**src/hdl/pipe_pkg.sv**
```systemverilog
package pipe_pkg;

    localparam int ADDR_W = 30;
    localparam int REG_W  = 4;
    localparam int CNT_W  = 16;

    // Unlisted codes pass through execute as no-ops
    typedef enum logic [3:0] {
        OP_ADD    = 4'h0,
        OP_SUB    = 4'h1,
        OP_AND    = 4'h2,
        OP_OR     = 4'h3,
        OP_XOR    = 4'h4,
        OP_ADDI   = 4'h5,
        OP_EBREAK = 4'hf
    } opcode_e;

    // Raw instruction word as returned by the icache
    typedef struct packed {
        logic [3:0]       opcode;
        logic [REG_W-1:0] rd;
        logic [REG_W-1:0] rs1;
        logic [REG_W-1:0] rs2;
        logic [15:0]      imm;
    } instr_t;

    // Buffer entry after decode
    typedef struct packed {
        logic [ADDR_W-1:0] pc;
        opcode_e           op;
        logic [REG_W-1:0]  rd;
        logic [REG_W-1:0]  rs1;
        logic [REG_W-1:0]  rs2;
        logic [31:0]       imm;
    } decoded_t;

    // One record per retired ALU instruction
    typedef struct packed {
        logic [ADDR_W-1:0] pc;
        logic [REG_W-1:0]  rd;
        logic [31:0]       data;
    } commit_t;

endpackage

```
**src/hdl/fetch_unit.sv**
```systemverilog
`timescale 1ns/1ns

module fetch_unit #(
    parameter logic [pipe_pkg::ADDR_W-1:0] START_PC = '0,
    parameter int IBUF_DEPTH = 4
) (
    input  logic                                clk,
    input  logic                                reset,

    // Icache request
    output logic                                icache_req_valid,
    output logic [pipe_pkg::ADDR_W-1:0]         icache_req_addr,
    input  logic                                icache_req_ready,

    // Icache response, in request order
    input  logic                                icache_rsp_valid,
    input  logic [31:0]                         icache_rsp_data,

    input  logic [$clog2(IBUF_DEPTH+1)-1:0]     space,
    input  logic                                halt,

    output logic                                wr_valid,
    output logic [pipe_pkg::ADDR_W-1:0]         wr_pc,
    output pipe_pkg::instr_t                    wr_data,
    output logic                                outstanding_any
);
    localparam int CW = $clog2(IBUF_DEPTH + 1);

    logic                        valid_q;
    logic [pipe_pkg::ADDR_W-1:0] req_pc;
    logic [pipe_pkg::ADDR_W-1:0] rsp_pc;
    logic [CW-1:0]               outstanding;
    logic [CW:0]                 credit_used;
    logic                        req_fire;

    assign icache_req_valid = valid_q && !halt;
    assign icache_req_addr  = req_pc;
    assign req_fire         = icache_req_valid && icache_req_ready;

    // Slots taken once this cycle's transfer is counted
    assign credit_used = {1'b0, outstanding} + {{CW{1'b0}}, req_fire};

    always_ff @(posedge clk) begin
        if (reset) begin
            valid_q     <= 1'b0;
            req_pc      <= START_PC;
            rsp_pc      <= START_PC;
            outstanding <= '0;
        end else begin
            if (halt) begin
                valid_q <= 1'b0;
            end else if (!valid_q || icache_req_ready) begin
                valid_q <= credit_used < {1'b0, space};
            end
            if (req_fire) begin
                req_pc <= req_pc + 1'b1;
            end
            if (icache_rsp_valid) begin
                rsp_pc <= rsp_pc + 1'b1;
            end
            case ({req_fire, icache_rsp_valid})
                2'b10:   outstanding <= outstanding + 1'b1;
                2'b01:   outstanding <= outstanding - 1'b1;
                default: outstanding <= outstanding;
            endcase
        end
    end

    // Responses after halt are counted above but dropped here
    assign wr_valid        = icache_rsp_valid && !halt;
    assign wr_pc           = rsp_pc;
    assign wr_data         = pipe_pkg::instr_t'(icache_rsp_data);
    assign outstanding_any = outstanding != '0;

endmodule

```
**src/hdl/decode_buffer.sv**
```systemverilog
`timescale 1ns/1ns

module decode_buffer #(
    parameter int IBUF_DEPTH = 4
) (
    input  logic                                clk,
    input  logic                                reset,

    input  logic                                wr_valid,
    input  logic [pipe_pkg::ADDR_W-1:0]         wr_pc,
    input  pipe_pkg::instr_t                    wr_data,

    output logic                                out_valid,
    output pipe_pkg::decoded_t                  out,
    input  logic                                pop_ready,

    input  logic                                halt,
    output logic [$clog2(IBUF_DEPTH+1)-1:0]     space
);
    localparam int CW = $clog2(IBUF_DEPTH + 1);
    localparam int PW = (IBUF_DEPTH > 1) ? $clog2(IBUF_DEPTH) : 1;

    pipe_pkg::decoded_t entries [IBUF_DEPTH];
    pipe_pkg::decoded_t wr_dec;
    logic [PW-1:0]      wr_ptr;
    logic [PW-1:0]      rd_ptr;
    logic [CW-1:0]      count;
    logic               push;
    logic               pop;

    function automatic logic [PW-1:0] next_ptr(input logic [PW-1:0] ptr);
        return (ptr == PW'(IBUF_DEPTH - 1)) ? '0 : ptr + 1'b1;
    endfunction

    always_comb begin
        wr_dec.pc  = wr_pc;
        wr_dec.op  = pipe_pkg::opcode_e'(wr_data.opcode);
        wr_dec.rd  = wr_data.rd;
        wr_dec.rs1 = wr_data.rs1;
        wr_dec.rs2 = wr_data.rs2;
        wr_dec.imm = {{16{wr_data.imm[15]}}, wr_data.imm};
    end

    assign push      = wr_valid && !halt;
    assign pop       = out_valid && pop_ready;
    assign out_valid = count != '0;
    assign out       = entries[rd_ptr];
    assign space     = CW'(IBUF_DEPTH) - count;

    // Halt drops whatever is still queued
    always_ff @(posedge clk) begin
        if (reset || halt) begin
            wr_ptr <= '0;
            rd_ptr <= '0;
            count  <= '0;
        end else begin
            if (push) begin
                wr_ptr <= next_ptr(wr_ptr);
            end
            if (pop) begin
                rd_ptr <= next_ptr(rd_ptr);
            end
            case ({push, pop})
                2'b10:   count <= count + 1'b1;
                2'b01:   count <= count - 1'b1;
                default: count <= count;
            endcase
        end
    end

    always_ff @(posedge clk) begin
        if (push) begin
            entries[wr_ptr] <= wr_dec;
        end
    end

endmodule

```
**src/hdl/execute_unit.sv**
```systemverilog
`timescale 1ns/1ns

module execute_unit (
    input  logic                clk,
    input  logic                reset,

    // Decode buffer head
    input  logic                out_valid,
    input  pipe_pkg::decoded_t  out,
    output logic                pop_ready,

    // Commit output
    output logic                commit_valid,
    output pipe_pkg::commit_t   commit,
    input  logic                commit_ready,

    output logic                ebreak,
    output logic                halt
);
    localparam int NUM_REGS = 2 ** pipe_pkg::REG_W;

    logic [31:0] regs [NUM_REGS];
    logic [31:0] rs1_val;
    logic [31:0] rs2_val;
    logic [31:0] operand_b;
    logic [31:0] result;
    logic        is_alu;
    logic        is_ebreak;
    logic        pop;

    // Register 0 is never written, so it reads as zero
    assign rs1_val = regs[out.rs1];
    assign rs2_val = regs[out.rs2];

    always_comb begin
        operand_b = (out.op == pipe_pkg::OP_ADDI) ? out.imm : rs2_val;
        is_alu    = 1'b1;
        case (out.op)
            pipe_pkg::OP_ADD:  result = rs1_val + operand_b;
            pipe_pkg::OP_SUB:  result = rs1_val - operand_b;
            pipe_pkg::OP_AND:  result = rs1_val & operand_b;
            pipe_pkg::OP_OR:   result = rs1_val | operand_b;
            pipe_pkg::OP_XOR:  result = rs1_val ^ operand_b;
            pipe_pkg::OP_ADDI: result = rs1_val + operand_b;
            default: begin
                result = '0;
                is_alu = 1'b0;
            end
        endcase
    end

    assign is_ebreak = out.op == pipe_pkg::OP_EBREAK;

    // Take a new entry only if the commit slot frees up this cycle
    assign pop_ready = !halt && (!commit_valid || commit_ready);
    assign pop       = out_valid && pop_ready;

    always_ff @(posedge clk) begin
        if (reset) begin
            commit_valid <= 1'b0;
            ebreak       <= 1'b0;
            halt         <= 1'b0;
            for (int i = 0; i < NUM_REGS; i++) begin
                regs[i] <= '0;
            end
        end else begin
            ebreak <= pop && is_ebreak;
            if (pop && is_ebreak) begin
                halt <= 1'b1;
            end
            if (pop && is_alu) begin
                commit_valid <= 1'b1;
            end else if (commit_ready) begin
                commit_valid <= 1'b0;
            end
            if (pop && is_alu && out.rd != '0) begin
                regs[out.rd] <= result;
            end
        end
    end

    always_ff @(posedge clk) begin
        if (pop && is_alu) begin
            commit.pc   <= out.pc;
            commit.rd   <= out.rd;
            commit.data <= result;
        end
    end

endmodule

```
**src/hdl/pipeline_top.sv**
```systemverilog
`timescale 1ns/1ns

module pipeline_top #(
    parameter int IBUF_DEPTH = 4,
    parameter logic [pipe_pkg::ADDR_W-1:0] START_PC = '0
) (
    input  logic                            clk,
    input  logic                            reset,

    // Icache request
    output logic                            icache_req_valid,
    output logic [pipe_pkg::ADDR_W-1:0]     icache_req_addr,
    input  logic                            icache_req_ready,

    // Icache response
    input  logic                            icache_rsp_valid,
    input  logic [31:0]                     icache_rsp_data,

    // Commit
    output logic                            commit_valid,
    output pipe_pkg::commit_t               commit,
    input  logic                            commit_ready,

    // Status
    output logic                            busy,
    output logic                            ebreak,
    output logic [pipe_pkg::CNT_W-1:0]      icache_stalls,
    output logic [pipe_pkg::CNT_W-1:0]      buffer_stalls
);
    localparam int SW = $clog2(IBUF_DEPTH + 1);

    logic                        wr_valid;
    logic [pipe_pkg::ADDR_W-1:0] wr_pc;
    pipe_pkg::instr_t            wr_data;
    logic [SW-1:0]               space;
    logic                        out_valid;
    pipe_pkg::decoded_t          out;
    logic                        pop_ready;
    logic                        halt;
    logic                        outstanding_any;
    logic [1:0]                  stall_cond;
    logic [pipe_pkg::CNT_W-1:0]  stall_cnt [2];

    fetch_unit #(
        .START_PC   (START_PC),
        .IBUF_DEPTH (IBUF_DEPTH)
    ) fetch_i (
        .clk              (clk),
        .reset            (reset),
        .icache_req_valid (icache_req_valid),
        .icache_req_addr  (icache_req_addr),
        .icache_req_ready (icache_req_ready),
        .icache_rsp_valid (icache_rsp_valid),
        .icache_rsp_data  (icache_rsp_data),
        .space            (space),
        .halt             (halt),
        .wr_valid         (wr_valid),
        .wr_pc            (wr_pc),
        .wr_data          (wr_data),
        .outstanding_any  (outstanding_any)
    );

    decode_buffer #(
        .IBUF_DEPTH (IBUF_DEPTH)
    ) buffer_i (
        .clk       (clk),
        .reset     (reset),
        .wr_valid  (wr_valid),
        .wr_pc     (wr_pc),
        .wr_data   (wr_data),
        .out_valid (out_valid),
        .out       (out),
        .pop_ready (pop_ready),
        .halt      (halt),
        .space     (space)
    );

    execute_unit execute_i (
        .clk          (clk),
        .reset        (reset),
        .out_valid    (out_valid),
        .out          (out),
        .pop_ready    (pop_ready),
        .commit_valid (commit_valid),
        .commit       (commit),
        .commit_ready (commit_ready),
        .ebreak       (ebreak),
        .halt         (halt)
    );

    // Index 0 is the icache stall, index 1 the buffer stall
    assign stall_cond = {out_valid && !pop_ready, icache_req_valid && !icache_req_ready};

    always_ff @(posedge clk) begin
        if (reset) begin
            stall_cnt[0] <= '0;
            stall_cnt[1] <= '0;
        end else begin
            for (int i = 0; i < 2; i++) begin
                if (stall_cond[i] && stall_cnt[i] != '1) begin
                    stall_cnt[i] <= stall_cnt[i] + 1'b1;
                end
            end
        end
    end

    assign icache_stalls = stall_cnt[0];
    assign buffer_stalls = stall_cnt[1];

    // Idle once halted with nothing in flight and the last commit taken
    always_ff @(posedge clk) begin
        if (reset) begin
            busy <= 1'b0;
        end else begin
            busy <= !(halt && !outstanding_any && !commit_valid);
        end
    end

endmodule

```
**config.mk**
```make
export PLATFORM = sky130hd
export DESIGN_NAME = pipeline_top
export DESIGN_NICKNAME = d
export VERILOG_FILES = /design/src/hdl/pipe_pkg.sv /design/src/hdl/fetch_unit.sv /design/src/hdl/decode_buffer.sv /design/src/hdl/execute_unit.sv /design/src/hdl/pipeline_top.sv
export SDC_FILE = /design/constraint.sdc
export NUM_CORES = 2
export LEC_CHECK = 0
export ABC_AREA = 1
export ABC_CLOCK_PERIOD_IN_PS = 9030
export BUFFER_PORTS_ARGS = -buffer_cell sky130_fd_sc_hd__buf_2
export CORE_MARGIN = 1
export CORE_UTILIZATION = 33
export CTS_CLUSTER_SIZE = 14
export DETAILED_ROUTE_END_ITERATION = 6
export PLACE_DENSITY = 0.46
export REMOVE_ABC_BUFFERS = 1
export SLEW_MARGIN = 0
export SYNTH_ARGS = -nofsm -noshare
export SYNTH_HDL_FRONTEND = slang
export SYNTH_HIERARCHICAL = 1
export SYNTH_SLANG_ARGS = --single-unit
export TNS_END_PERCENT = 10
```
**constraint.sdc**
```tcl
create_clock -name clk -period 9.03 [get_ports clk]
set_clock_uncertainty 0.15 [all_clocks]
set_input_delay 1.3545 -clock clk [delete_from_list [all_inputs] [get_ports clk]]
set_output_delay 1.3545 -clock clk [all_outputs]
set_load 0.005 [all_outputs]
```
==> results.cfg <==
[drt]
drt_iter0_markers = 3994
wl_um = 182600
avgViaCountPerCell = 5.297
post_drt_wl_per_cell_um = 23.63
ant_nets = 0
drc = 0
first_pass_iters = 6
dr_total_vias = 40940

[job]
cap_viol_max_count = 0

[clock_tree]
clockBufferDepth = 3
htree_levels = 3
postCtsSetupRepairBufs = 0
cts_hold_buf = 0
cts_tree = yes
cts_resized = 0
clk_latency_ns = 0.79
cts_made_buffers = 110
cts.sinks = 935
clk_pin_slew_worst_paths_ns = 0.06
cts_root_buffer = clkbuf_16

[pwr]
pwr-share-seq_pct = 23.2
power.internal_mw = 11.82
pwr-share-comb_pct = 58.7
p_per_area_nw_per_um2 = 428.1
switching_share_pct = 51.70
p_leak_nw = 22.17
power.share.clock_pct = 18.1
ir_drop_mv = 0.3103
p_switching_mw = 12.65
p_total_mw = 24.47

[timing]
min_period_ns = 7.588
slew_headroom_pct = 18.86
setup_viol = 0
setup_ws_ns = 1.442
fin_hold_ws_ns = 0.3250
finalCritPeriodShare_pct = 84.03
rsz0062_at_grt = no
tightestPinTransition_ns = 1.210
finalHoldViolations = 0
final_max_slew_viol_count = 0
fmax_mhz = 131.8

[setup_path]
rrSetupSlack_ns = 1.44
end_kind = register
crit_path_top_delay_cell = buf_4
worstPathMaxFanout = 183
critPathArrivalTime_ns = 8.00
cp-start-kind = register
r2r-end = execute_i/regs[5][27]
critPathRequiredTime_ns = 9.44
crit_top_cell = nand2_1
crit_path_max_incr_delay_ns = 0.85
crit_type = register to register
worstRegToRegCells = 30
endpoint = execute_i/regs[5][27]

[global_route]
grt_pass1_wl_um = 265200
grt_pass1_vias = 39100
overflow = 0
antenna_found_initial = 19
grtUsageTotal_pct = 22.75
grt_max_degree = 184

[placed_design]
place_worst_setup_slack_ns = 1.582
place.gp.congestion = 0.9316
portBuffers = 168
dp_hpwl_um = 108500
dp_cells = 7526

[final_layout]
nets = 5752
instances_no_fill = 7728
post-route-util_pct = 37.11
drive_above_1_share_pct = 12.46
antenna_cells = 0
syn2layout_area_growth_pct = 11.74

[run_status]
outcome = completed

[floorplan]
ios = 169
dieHeight_um = 395.7
std_cell_rows = 144
die_width_um = 395.7
start_util_pct = 33.21
fp.dieArea_um2 = 156600
core_um2 = 154000

[synth]
synth_cell_types = 60
async_flop_share_pct = 0
ys.flop_type = edfxtp_1
ys_warn_count = 6
synth_edf_count = 858
synth-seq-cells = 935
synth_seq_area_share_pct = 53.38
netlist_area_um2 = 51160
syn_avg_cell_area_um2 = 9.150
netlist_instances = 5591

[worst_hold_path]
hold_depth = 1
hold_class = register to register
worstHoldStart = buffer_i/count[0]
==> how the worst min path moves through the flow <==
stage                                             to  slack [ns]
after floorplan                    buffer_i/count[0]        0.29
after CTS                          buffer_i/count[0]        0.34
after global placement             buffer_i/count[0]        0.32
after detailed placement           buffer_i/count[0]        0.31
final                              buffer_i/count[0]        0.32
after global routing      fetch_i/icache_req_addr[2]        0.38
==> kinds of logic after synthesis <==
family	Yosys count	share of synthesized area [%]
AND/OR/NAND/NOR	2533	21.27
AO/OA/AOI/OAI	952	11.31
adder cells (fa/ha/maj)	121	3.003
XOR/XNOR	54	0.9245
multiplexers	121	2.367
flip-flops	935	53.38
buffers and inverters	874	7.741
other	1	0.007330
==> placed cells by master (no fill, tap or decap), types with 72 or more instances in the layout <==
cell	n
nand2_1	1048
edfxtp_1	858
nor2_1	714
nand3_1	520
inv_1	435
o21ai_0	335
a21oi_1	324
buf_2	167
o211ai_1	128
mux2i_1	121
ha_1	118
clkbuf_16	110
buf_4	86
dfxtp_1	75
nor2_2	72
==> layout make-up <==
cell class | instances | area [µm²]
fill | 15480 | 96880
clock buffer | 132 | 2855
timing repair buffer | 265 | 1722
multi-input combinational | 3813 | 20210
sequential | 935 | 27310
clock inverter | 70 | 729.5
inverter | 469 | 1782
tap | 2044 | 2557
==> flip-flops by register name (all words and copies together) (netlist names), named ones only <==
register                 count
execute_i/regs             512
buffer_i/entries           248
execute_i/commit            66
stall_cnt                   32
fetch_i/icache_req_addr     30
fetch_i/wr_pc               30
buffer_i/count               3
fetch_i/outstanding          3
buffer_i/rd_ptr              2
buffer_i/wr_ptr              2
busy                         1
execute_i/commit_valid       1
execute_i/ebreak             1
execute_i/halt               1
fetch_i/valid_q              1
==> power by group through the flow <==
stage	logic (mW)	registers [mW]	clock network, mW
floorplan	9.31	5.77	0
global placement	14.2	5.76	0
detailed placement	14.2	5.76	0
CTS	14.3	5.68	4.52
global route	15.7	5.73	4.67
finish	14.4	5.67	4.43
==> cell usage after synthesis, types with 9 or more instances <==
cell / instances / area share [%]
ha_1: 118 / 2.9
xor2_1: 44 / 0.75
buf_4: 69 / 1.0
a221oi_1: 31 / 0.53
nor3_1: 28 / 0.27
inv_2: 10 / 0.073
a31oi_1: 10 / 0.12
nand3_2: 9 / 0.18
a21oi_1: 325 / 3.2
buf_1: 46 / 0.34
o21ai_0: 336 / 3.3
o211ai_1: 128 / 1.9
or2_2: 27 / 0.33
buf_2: 79 / 0.77
nor2_1: 719 / 5.3
a21oi_2: 9 / 0.15
or2_1: 10 / 0.12
dfxtp_1: 77 / 3.0
mux2i_1: 121 / 2.4
buf_6: 25 / 0.55
o21ai_1: 19 / 0.19
nand3_1: 520 / 5.1
nand2_2: 20 / 0.24
nand4_1: 29 / 0.35
inv_1: 453 / 3.3
o22ai_2: 60 / 1.5
xnor2_1: 10 / 0.17
nor2_4: 14 / 0.31
nor2_2: 71 / 0.87
clkbuf_1: 172 / 1.3
nand2_1: 1063 / 7.8
edfxtp_1: 858 / 50
o21a_1: 10 / 0.15
==> layer usage <==
layer / routed length (µm) / global-route usage (%)
met2: 83900 / 37.03
met4: 5902 / 7.101
met5: 151 / 0
met3: 12030 / 3.263
met1: 80600 / 31.12
==> metrics by stage <==
| step | area (µm²) | TNS (ns) |
|---|---|---|
| floorplan | 49090 | -3016.81 |
| global placement | 53580 | 0 |
| detailed placement | 53580 | 0 |
| CTS | 57170 | 0 |
| global route | 57170 | 0 |
| finish | 57170 | 0 |
==> critical path, delay by kind of cell, from the launching register on <==
family,cells,cell delay [ns]
buffers and inverters,4,2.08
and+or+nand+nor,18,2.39
adders and majority gates,1,0.37
DFF,1,0.42
xor gates and xnor gates,1,0.18
AOI/OAI and AO/OA,6,1.53
No activity file was read; power rests on OpenSTA's default activity.
